`src/hdl/scatter_config.svh`:
```
/*
 * Build-time sizes for the packet scatter subsystem:
 * data word width in bytes, buffer count and words per buffer
 */
`ifndef SCATTER_CONFIG_SVH
`define SCATTER_CONFIG_SVH

// Bytes carried by one stream word
`define SCATTER_DATA_BYTES 8

// Buffers managed by the free list
`define SCATTER_NUM_BUFFERS 8

// Words per buffer which makes the largest packet 64 bytes
`define SCATTER_BUFFER_WORDS 8

`endif

```
`src/hdl/scatter_pkg.sv`:
```
/*
 * Shared types of the packet scatter subsystem: vector typedefs,
 * stream word, descriptor and event structs, status and FSM enums
 */
`include "scatter_config.svh"

package scatter_pkg;

    // --------------------
    // Vector types
    typedef logic [`SCATTER_DATA_BYTES*8-1:0]                 data_word_t;
    typedef logic [$clog2(`SCATTER_DATA_BYTES)-1:0]           mty_t;
    typedef logic [7:0]                                       meta_t;
    typedef logic [$clog2(`SCATTER_NUM_BUFFERS)-1:0]          buf_ptr_t;
    typedef logic [$clog2(`SCATTER_BUFFER_WORDS)-1:0]         word_idx_t;
    typedef logic [$bits(buf_ptr_t)+$bits(word_idx_t)-1:0]    mem_addr_t;
    typedef logic [6:0]                                       pkt_size_t;
    typedef logic [15:0]                                      stat_cnt_t;
    typedef logic [1:0]                                       reg_addr_t;
    typedef logic [15:0]                                      reg_data_t;

    // --------------------
    // Enums
    typedef enum logic [1:0] {
        STATUS_OK    = 2'd0,
        STATUS_ERR   = 2'd1,
        STATUS_SHORT = 2'd2,
        STATUS_LONG  = 2'd3
    } pkt_status_t;

    typedef enum logic [1:0] {
        ST_INIT  = 2'd0,
        ST_SOP   = 2'd1,
        ST_MOP   = 2'd2,
        ST_FLUSH = 2'd3
    } scatter_state_t;

    // --------------------
    // Structs
    typedef struct packed {
        data_word_t data;
        mty_t       mty;
        logic       eop;
        logic       err;
        meta_t      meta;
    } pkt_word_t;

    typedef struct packed {
        buf_ptr_t  ptr;
        pkt_size_t size;
        meta_t     meta;
        logic      err;
    } desc_t;

    typedef struct packed {
        pkt_status_t status;
    } pkt_event_t;

endpackage

```
`src/hdl/buffer_free_list.sv`:
```
/*
 * Free buffer pointer FIFO with self-fill after reset,
 * pop on allocation and merged release and recycle pushes
 */
`timescale 1ns/1ps
`include "scatter_config.svh"

module buffer_free_list import scatter_pkg::*; (
    input  logic     clk,
    input  logic     srst,
    input  logic     alloc_pop,
    input  logic     rel_vld,
    input  buf_ptr_t rel_ptr,
    input  logic     recycle_vld,
    input  buf_ptr_t recycle_ptr,
    output logic     alloc_vld,
    output buf_ptr_t alloc_ptr,
    output logic     init_done
);
    localparam int NUM_BUFS = `SCATTER_NUM_BUFFERS;
    localparam int CNT_W    = $clog2(NUM_BUFS + 1);

    buf_ptr_t         slots [NUM_BUFS];
    buf_ptr_t         rd_idx;
    buf_ptr_t         wr_idx;
    logic [CNT_W-1:0] count;
    buf_ptr_t         fill_idx;
    logic             pop;
    logic             push_a;
    logic             push_b;
    buf_ptr_t         push_a_ptr;
    buf_ptr_t         push_b_ptr;

    // --------------------
    // Push selection with release first when both arrive
    always_comb begin
        push_a     = 1'b0;
        push_b     = 1'b0;
        push_a_ptr = fill_idx;
        push_b_ptr = recycle_ptr;
        if (!init_done) begin
            push_a = 1'b1;
        end else if (rel_vld) begin
            push_a     = 1'b1;
            push_a_ptr = rel_ptr;
            push_b     = recycle_vld;
        end else if (recycle_vld) begin
            push_a     = 1'b1;
            push_a_ptr = recycle_ptr;
        end
    end

    assign pop = alloc_pop && (count != '0);

    // Pointer storage
    always_ff @(posedge clk) begin
        if (push_a) slots[wr_idx] <= push_a_ptr;
        if (push_b) slots[buf_ptr_t'(wr_idx + 1'b1)] <= push_b_ptr;
    end

    // --------------------
    // Indices, occupancy and init sequence
    always_ff @(posedge clk) begin
        if (srst) begin
            rd_idx    <= '0;
            wr_idx    <= '0;
            count     <= '0;
            fill_idx  <= '0;
            init_done <= 1'b0;
        end else begin
            if (!init_done) begin
                fill_idx <= fill_idx + 1'b1;
                if (fill_idx == buf_ptr_t'(NUM_BUFS - 1)) init_done <= 1'b1;
            end
            if (pop) rd_idx <= rd_idx + 1'b1;
            wr_idx <= wr_idx + buf_ptr_t'(push_a) + buf_ptr_t'(push_b);
            count  <= count + CNT_W'(push_a) + CNT_W'(push_b) - CNT_W'(pop);
        end
    end

    assign alloc_vld = (count != '0);
    assign alloc_ptr = slots[rd_idx];

endmodule

```
`src/hdl/packet_scatter.sv`:
```
/*
 * Packet write FSM: buffer allocation, word writes, size and
 * status judgement, descriptor or recycle, and packet event
 */
`timescale 1ns/1ps
`include "scatter_config.svh"

module packet_scatter import scatter_pkg::*; (
    input  logic       clk,
    input  logic       srst,
    input  logic       init_done,
    input  logic       in_vld,
    input  pkt_word_t  in_word,
    output logic       in_rdy,
    input  logic       alloc_vld,
    input  buf_ptr_t   alloc_ptr,
    output logic       alloc_pop,
    output logic       mem_wr,
    output mem_addr_t  mem_waddr,
    output data_word_t mem_wdata,
    input  logic       desc_rdy,
    output logic       desc_vld,
    output desc_t      desc,
    output logic       recycle_vld,
    output buf_ptr_t   recycle_ptr,
    input  pkt_size_t  cfg_min_size,
    input  logic       cfg_drop_err,
    output logic       evt_vld,
    output pkt_event_t evt
);
    localparam int BUF_WORDS = `SCATTER_BUFFER_WORDS;
    localparam int WCNT_W    = $clog2(BUF_WORDS + 1);

    scatter_state_t    state;
    scatter_state_t    nxt_state;
    logic              accept;
    logic              sop_acc;
    logic              eop_acc;
    logic              full;
    logic              oflow_word;
    logic [WCNT_W-1:0] wr_cnt;
    buf_ptr_t          ptr_r;
    buf_ptr_t          cur_ptr;
    word_idx_t         cur_idx;
    logic              oflow;
    logic              pkt_done;
    mty_t              mty_r;
    logic              err_r;
    meta_t             meta_r;
    pkt_size_t         pkt_size;
    pkt_status_t       status;
    logic              keep;

    // --------------------
    // Packet write FSM
    always_ff @(posedge clk) begin
        if (srst) state <= ST_INIT;
        else      state <= nxt_state;
    end

    always_comb begin
        nxt_state = state;
        in_rdy    = 1'b0;
        case (state)
            ST_INIT: begin
                if (init_done) nxt_state = ST_SOP;
            end
            ST_SOP: begin
                // New packet needs a free buffer and room for its descriptor
                in_rdy = alloc_vld && desc_rdy;
                if (in_vld && alloc_vld && desc_rdy && !in_word.eop) nxt_state = ST_MOP;
            end
            ST_MOP: begin
                in_rdy = 1'b1;
                if (in_vld) begin
                    if (in_word.eop) nxt_state = ST_SOP;
                    else if (full)   nxt_state = ST_FLUSH;
                end
            end
            ST_FLUSH: begin
                in_rdy = 1'b1;
                if (in_vld && in_word.eop) nxt_state = ST_SOP;
            end
            default: begin
                nxt_state = ST_INIT;
            end
        endcase
    end

    assign accept     = in_vld && in_rdy;
    assign sop_acc    = accept && (state == ST_SOP);
    assign eop_acc    = accept && in_word.eop;
    assign full       = (wr_cnt == WCNT_W'(BUF_WORDS));
    assign oflow_word = accept && (state == ST_MOP) && full;

    // --------------------
    // Buffer write path
    assign cur_ptr   = (state == ST_SOP) ? alloc_ptr : ptr_r;
    assign cur_idx   = (state == ST_SOP) ? '0 : word_idx_t'(wr_cnt);
    assign alloc_pop = sop_acc;
    assign mem_wr    = sop_acc || (accept && (state == ST_MOP) && !full);
    assign mem_waddr = {cur_ptr, cur_idx};
    assign mem_wdata = in_word.data;

    // Word count and overflow flag held through the end-of-packet cycle
    always_ff @(posedge clk) begin
        if (srst) begin
            wr_cnt <= '0;
            oflow  <= 1'b0;
        end else if (sop_acc) begin
            wr_cnt <= WCNT_W'(1);
            oflow  <= 1'b0;
        end else begin
            if (mem_wr)     wr_cnt <= wr_cnt + 1'b1;
            if (oflow_word) oflow  <= 1'b1;
        end
    end

    always_ff @(posedge clk) begin
        if (sop_acc) ptr_r <= alloc_ptr;
    end

    // --------------------
    // End-of-packet context
    always_ff @(posedge clk) begin
        if (srst) pkt_done <= 1'b0;
        else      pkt_done <= eop_acc;
    end

    always_ff @(posedge clk) begin
        if (eop_acc) begin
            mty_r  <= in_word.mty;
            err_r  <= in_word.err;
            meta_r <= in_word.meta;
        end
    end

    assign pkt_size = pkt_size_t'(wr_cnt) * pkt_size_t'(`SCATTER_DATA_BYTES)
                      - pkt_size_t'(mty_r);

    // Status in priority order
    always_comb begin
        if (err_r && cfg_drop_err)      status = STATUS_ERR;
        else if (oflow)                 status = STATUS_LONG;
        else if (pkt_size < cfg_min_size) status = STATUS_SHORT;
        else if (err_r)                 status = STATUS_ERR;
        else                            status = STATUS_OK;
    end

    assign keep = (status == STATUS_OK) || ((status == STATUS_ERR) && !cfg_drop_err);

    // --------------------
    // Descriptor, recycle and event
    assign desc_vld    = pkt_done && keep;
    assign desc.ptr    = ptr_r;
    assign desc.size   = pkt_size;
    assign desc.meta   = meta_r;
    assign desc.err    = err_r;

    assign recycle_vld = pkt_done && !keep;
    assign recycle_ptr = ptr_r;

    assign evt_vld     = pkt_done;
    assign evt.status  = status;

endmodule

```
`src/hdl/buffer_mem.sv`:
```
/*
 * Packet buffer memory, one write port and one registered read port
 */
`timescale 1ns/1ps
`include "scatter_config.svh"

module buffer_mem import scatter_pkg::*; (
    input  logic       clk,
    input  logic       wr,
    input  mem_addr_t  waddr,
    input  data_word_t wdata,
    input  mem_addr_t  raddr,
    output data_word_t rdata
);
    localparam int DEPTH = `SCATTER_NUM_BUFFERS * `SCATTER_BUFFER_WORDS;

    data_word_t mem [DEPTH];

    // Write port
    always_ff @(posedge clk) begin
        if (wr) mem[waddr] <= wdata;
    end

    // Read data lands one cycle after the address
    always_ff @(posedge clk) begin
        rdata <= mem[raddr];
    end

endmodule

```
`src/hdl/scatter_regs.sv`:
```
/*
 * Configuration registers and saturating packet counters
 * on a simple write/read register bus
 */
`timescale 1ns/1ps

module scatter_regs import scatter_pkg::*; (
    input  logic       clk,
    input  logic       srst,
    input  logic       reg_wr,
    input  reg_addr_t  reg_addr,
    input  reg_data_t  reg_wdata,
    output reg_data_t  reg_rdata,
    output pkt_size_t  cfg_min_size,
    output logic       cfg_drop_err,
    input  logic       evt_vld,
    input  pkt_event_t evt
);
    stat_cnt_t issued_cnt;
    stat_cnt_t dropped_cnt;
    logic      evt_kept;

    // --------------------
    // Configuration
    always_ff @(posedge clk) begin
        if (srst) begin
            cfg_min_size <= '0;
            cfg_drop_err <= 1'b1;
        end else if (reg_wr) begin
            if (reg_addr == 2'd0) cfg_min_size <= pkt_size_t'(reg_wdata);
            if (reg_addr == 2'd1) cfg_drop_err <= reg_wdata[0];
        end
    end

    // Errored packets only count as issued when they are kept
    assign evt_kept = (evt.status == STATUS_OK) ||
                      ((evt.status == STATUS_ERR) && !cfg_drop_err);

    // --------------------
    // Statistics counters cleared by a write
    always_ff @(posedge clk) begin
        if (srst) begin
            issued_cnt  <= '0;
            dropped_cnt <= '0;
        end else begin
            if (reg_wr && (reg_addr == 2'd2)) begin
                issued_cnt <= '0;
            end else if (evt_vld && evt_kept && (issued_cnt != '1)) begin
                issued_cnt <= issued_cnt + 1'b1;
            end
            if (reg_wr && (reg_addr == 2'd3)) begin
                dropped_cnt <= '0;
            end else if (evt_vld && !evt_kept && (dropped_cnt != '1)) begin
                dropped_cnt <= dropped_cnt + 1'b1;
            end
        end
    end

    // Read mux
    always_comb begin
        case (reg_addr)
            2'd0:    reg_rdata = reg_data_t'(cfg_min_size);
            2'd1:    reg_rdata = reg_data_t'(cfg_drop_err);
            2'd2:    reg_rdata = issued_cnt;
            default: reg_rdata = dropped_cnt;
        endcase
    end

endmodule

```
`src/hdl/scatter_top.sv`:
```
/*
 * Packet scatter top: register block, free list,
 * scatter engine and buffer memory
 */
`timescale 1ns/1ps

module scatter_top import scatter_pkg::*; (
    input  logic       clk,
    input  logic       srst,
    input  logic       in_vld,
    input  pkt_word_t  in_word,
    output logic       in_rdy,
    output logic       desc_vld,
    output desc_t      desc,
    input  logic       desc_rdy,
    input  logic       rel_vld,
    input  buf_ptr_t   rel_ptr,
    input  mem_addr_t  rd_addr,
    output data_word_t rd_data,
    input  logic       reg_wr,
    input  reg_addr_t  reg_addr,
    input  reg_data_t  reg_wdata,
    output reg_data_t  reg_rdata
);
    logic       init_done;
    logic       alloc_vld;
    buf_ptr_t   alloc_ptr;
    logic       alloc_pop;
    logic       recycle_vld;
    buf_ptr_t   recycle_ptr;
    logic       mem_wr;
    mem_addr_t  mem_waddr;
    data_word_t mem_wdata;
    pkt_size_t  cfg_min_size;
    logic       cfg_drop_err;
    logic       evt_vld;
    pkt_event_t evt;

    scatter_regs scatter_regs_i (
        .clk, .srst, .reg_wr, .reg_addr, .reg_wdata, .reg_rdata,
        .cfg_min_size, .cfg_drop_err, .evt_vld, .evt
    );

    buffer_free_list buffer_free_list_i (
        .clk, .srst, .alloc_pop, .rel_vld, .rel_ptr, .recycle_vld,
        .recycle_ptr, .alloc_vld, .alloc_ptr, .init_done
    );

    packet_scatter packet_scatter_i (
        .clk, .srst, .init_done, .in_vld, .in_word, .in_rdy,
        .alloc_vld, .alloc_ptr, .alloc_pop, .mem_wr, .mem_waddr, .mem_wdata,
        .desc_rdy, .desc_vld, .desc, .recycle_vld, .recycle_ptr,
        .cfg_min_size, .cfg_drop_err, .evt_vld, .evt
    );

    // Consumer reads packet data through the top-level read port
    buffer_mem buffer_mem_i (
        .clk,
        .wr    (mem_wr),
        .waddr (mem_waddr),
        .wdata (mem_wdata),
        .raddr (rd_addr),
        .rdata (rd_data)
    );

endmodule

```
`config.mk`:
```
export PLATFORM = sky130hd
export DESIGN_NAME = scatter_top
export DESIGN_NICKNAME = d
export VERILOG_FILES = /design/src/hdl/scatter_pkg.sv /design/src/hdl/buffer_free_list.sv /design/src/hdl/packet_scatter.sv /design/src/hdl/buffer_mem.sv /design/src/hdl/scatter_regs.sv /design/src/hdl/scatter_top.sv
export VERILOG_INCLUDE_DIRS = /design/src /design/src/hdl
export SDC_FILE = /design/constraint.sdc
export NUM_CORES = 2
export LEC_CHECK = 0
export BUFFER_PORTS_ARGS = -buffer_cell sky130_fd_sc_hd__buf_2
export CAP_MARGIN = 20
export CORE_MARGIN = 2
export CORE_UTILIZATION = 50
export CTS_CLUSTER_SIZE = 14
export DETAILED_ROUTE_END_ITERATION = 12
export PLACE_DENSITY = 0.77
export REMOVE_ABC_BUFFERS = 1
export SKIP_LAST_GASP = 1
export SYNTH_ARGS = -nofsm -noshare
export SYNTH_HDL_FRONTEND = slang
export SYNTH_MEMORY_MAX_BITS = 65536
export SYNTH_SLANG_ARGS = --single-unit
```
`constraint.sdc`:
```
create_clock -name clk -period 5.96 [get_ports clk]
set_input_delay 1.49 -clock clk [delete_from_list [all_inputs] [get_ports clk]]
set_output_delay 1.49 -clock clk [all_outputs]
set_load 0.01 [all_outputs]
```
==> impl_metrics.py <==
metrics = {
    "setup_path": {
        "cp_max_fo": 16,
        "worstSetupEndpointType": "primary output",
        "r2r_cells": 9,
        "r2r_slack_ns": 1.25,
        "cp-start-kind": "register",
        "r2r_start": "packet_scatter_i.wr_cnt[0]",
        "cp-startpoint": "packet_scatter_i.wr_cnt[0]",
        "r2r_end": "buffer_mem_i.mem[22][38]",
        "arrival_ns": 3.80,
        "cp_data_required_time_ns": 4.47,
        "path_class": "register to primary output",
    },
    "floorplanning": {
        "die_h_um": 572.3,
        "die-area_um2": 327500,
        "ios": 211,
        "row_count": 208,
        "start_util_pct": 50.27,
        "die_x_um": 572.3,
        "coreArea_um2": 321100,
    },
    "global_routing": {
        "gr-total-overflow": 0,
        "grt_pass1_wl_um": 603500,
        "antenna_found_initial": 24,
        "grt_pass1_vias": 83347,
        "grtUsageTotal_pct": 25.80,
        "grt_max_degree": 138,
    },
    "routing": {
        "drtIter0Drc": 12440,
        "finalWirelength_um": 423600,
        "wl_per_cell_um": 34.63,
        "viasPerCell": 6.631,
        "route.detailed.drc": 0,
        "firstDrtPassIters": 7,
        "num_vias": 81108,
        "antenna_left": 0,
    },
    "finish": {
        "drive_above_1_share_pct": 27.23,
        "final_cell_area_um2": 183100,
        "finalNetCount": 7714,
        "areaGrowthSynthToFinish_pct": 13.43,
        "fin_util_pct": 57.02,
        "nFillCells": 21904,
    },
    "timing": {
        "layout_setup_ws_ns": 0.6653,
        "tns_ns": 0,
        "min_period_over_period_pct": 88.84,
        "fmax_mhz": 188.9,
        "max_slew_margin_pct": 22.15,
        "rsz0062_at_grt": "no",
        "period_needed_ns": 5.295,
        "tightest_slew_ns": 1.151,
        "skew_ns": 0.07162,
        "slew_violations": 0,
        "final_hold_viol_count": 0,
        "holdWs_ns": 0.4897,
        "setup_viol": 0,
    },
    "yosys": {
        "yosysSeqAreaShare_pct": 78.51,
        "synth_cell_types": 63,
        "ys_seq_elements": 4264,
        "synth_top_cell_area_share_pct": 76.91,
        "synthMostInstantiatedCell": "edfxtp_1",
        "synth-edff-count": 4135,
        "synth_ff_type": "edfxtp_1",
        "syn_area_per_cell_um2": 22.66,
        "syn_area_um2": 161500,
        "synth_cells": 7126,
        "synth.top_cells.by_count": "4,135 x edfxtp_1, 1,031 x mux4_2, 240 x clkbuf_1",
        "synth.largest_area_cell": "edfxtp_1",
        "yosys_warnings": 0,
        "synthTopCellsByArea": "edfxtp_1 77%, mux4_2 14%, dfxtp_1 1.6%",
        "async_flop_share_pct": 0,
    },
    "placed_design": {
        "placed_cell_area_um2": 169500,
        "pre_cts_slack_ns": 0.9436,
        "io_buffers": 201,
        "finalWeightedCongestion": 0.8074,
        "dpl.hpwl_um": 212700,
    },
    "power": {
        "internal_power_mw": 48.29,
        "ir_worst_vdd_uv": 271.6,
        "power.switching_mw": 13.09,
        "clkPwrFrac_pct": 41.7,
        "p_sw_share_pct": 21.33,
        "cellPowerDensity_nw_per_um2": 335.2,
        "p_comb_share_pct": 4.5,
        "power.leakage_nw": 57.23,
        "power_frac_seq_pct": 53.8,
    },
    "clock_tree": {
        "clkLatencyLatePin_ns": 0.97,
        "htree_levels": 5,
        "cts_tree": "yes",
        "post-cts-setup-buffers": 0,
        "postCtsHoldBufs": 0,
        "clockBufferDepth": 4,
        "clk_pin_slew_ns": 0.06,
        "clock-sinks": 4264,
        "cts_made_buffers": 404,
        "cts_resized": 0,
        "root_buffer": "clkbuf_16",
    },
    "run_status": {
        "outcome": "completed",
    },
    "min_path": {
        "hold_path_class": "register to register",
        "worstHoldStart": "buffer_free_list_i.rd_idx[1]",
        "hold_depth": 2,
        "hold_path_end": "buffer_free_list_i.rd_idx[1]",
    },
    "job": {
        "cap_viol_max_count": 0,
    },
}
## critical path, cell delays in order, from the launching register on
cell      delay (ns)
dfxtp_1         0.74
inv_1           0.23
ha_1            0.28
nand2_1         0.07
nand2_1         0.06
xnor2_1         0.20
ha_1            0.28
o21ai_0         0.16
nor2_1          0.08
a211oi_4        0.23
buf_4           0.27
nor2_1          0.08
buf_2           0.14
## power groups by stage
stage	Sequential, mW	Combinational (mW)	Clock (mW)
floorplan	33.6	1.17	0
finish	33.0	2.78	25.6
global placement	33.7	2.60	0
global route	33.0	2.94	26.8
CTS	33.0	2.73	25.8
detailed placement	33.7	2.69	0
## cell type report
cell class / count / area (µm²) / area share, %
Antenna cell: 12 / 30.03 / 0.01640
Clock buffer: 549 / 10970 / 5.988
Clock inverter: 198 / 2253 / 1.230
Inverter: 34 / 127.6 / 0.06969
Multi-Input combinational cell: 2426 / 33440 / 18.26
Sequential cell: 4264 / 126800 / 69.21
Tap cell: 4305 / 5386 / 2.941
Timing Repair Buffer: 444 / 4175 / 2.280
## cell families after synthesis
kind of cell / share of synthesized area (%)
muxes: 15.51
buffers and inverters: 1.121
DFF: 78.51
adders and majority gates: 0.2464
and+or+nand+nor: 1.266
xor gates and xnor gates: 0.1410
AOI/OAI and AO/OA: 3.209
## cell usage in the layout, fill, tap and decap left out, types with 18 or more instances in the layout
cell type,count
nand3_1,23
o221ai_1,90
clkinv_16,18
a22o_1,62
o22ai_1,82
ha_1,27
buf_4,140
mux4_2,1031
clkbuf_1,115
nand2_1,77
o21ai_0,74
dfxtp_1,129
edfxtp_1,4135
nor2_1,103
a21oi_1,232
clkbuf_8,29
buf_12,102
bufinv_16,30
mux2_2,24
clkbuf_16,405
clkinv_1,70
clkinv_2,60
inv_1,34
buf_2,196
a221oi_1,112
o211a_1,22
mux2i_1,155
nor2b_1,27
nor2_4,65
## worst max path at each step
| stage | endpoint | slack, ns | cells after the start |
|---|---|---|---|
| after global placement | buffer_mem_i.mem[47][7] | 0.90 | 8 |
| final | desc_vld | 0.67 | 12 |
| after CTS | desc_vld | 0.68 | 12 |
| after global routing | desc_vld | 0.50 | 12 |
| after detailed placement | buffer_mem_i.mem[47][24] | 0.94 | 8 |
| after floorplan | buffer_mem_i.rdata[14] | -0.63 | 4 |
## metrics by stage
step	cells	power, mW
5_1_grt	12224	62.76
6_report	12232	61.38
2_1_floorplan	6724	34.82
3_3_place_gp	11453	36.26
3_5_place_dp	11454	36.34
4_1_cts	12201	61.51
## sequential cells by signal (all words and copies together) (netlist names), 2 cells and up, named ones only
register / flops
buffer_free_list_i.count: 4
scatter_regs_i.issued_cnt: 16
buffer_mem_i.mem: 4096
packet_scatter_i.recycle_ptr: 3
packet_scatter_i.meta_r: 8
buffer_mem_i.rdata: 64
buffer_free_list_i.rd_idx: 3
buffer_free_list_i.fill_idx: 3
packet_scatter_i.mty_r: 3
scatter_regs_i.dropped_cnt: 16
scatter_regs_i.cfg_min_size: 7
buffer_free_list_i.wr_idx: 3
packet_scatter_i.wr_cnt: 4
packet_scatter_i.state: 2
buffer_free_list_i.slots: 24
## per-layer routing
metal	track usage, %	vias to the layer above	part of all wire, %	wire length (µm)
li1	-	31370	-	-
met1	34.02	42390	34	145800
met2	41.20	6188	48	203400
met3	6.647	1134	13	54560
met4	10.56	26	4.6	19630
met5	0	-	0.038	162
Note: power is estimated with default switching activity, not from simulation.
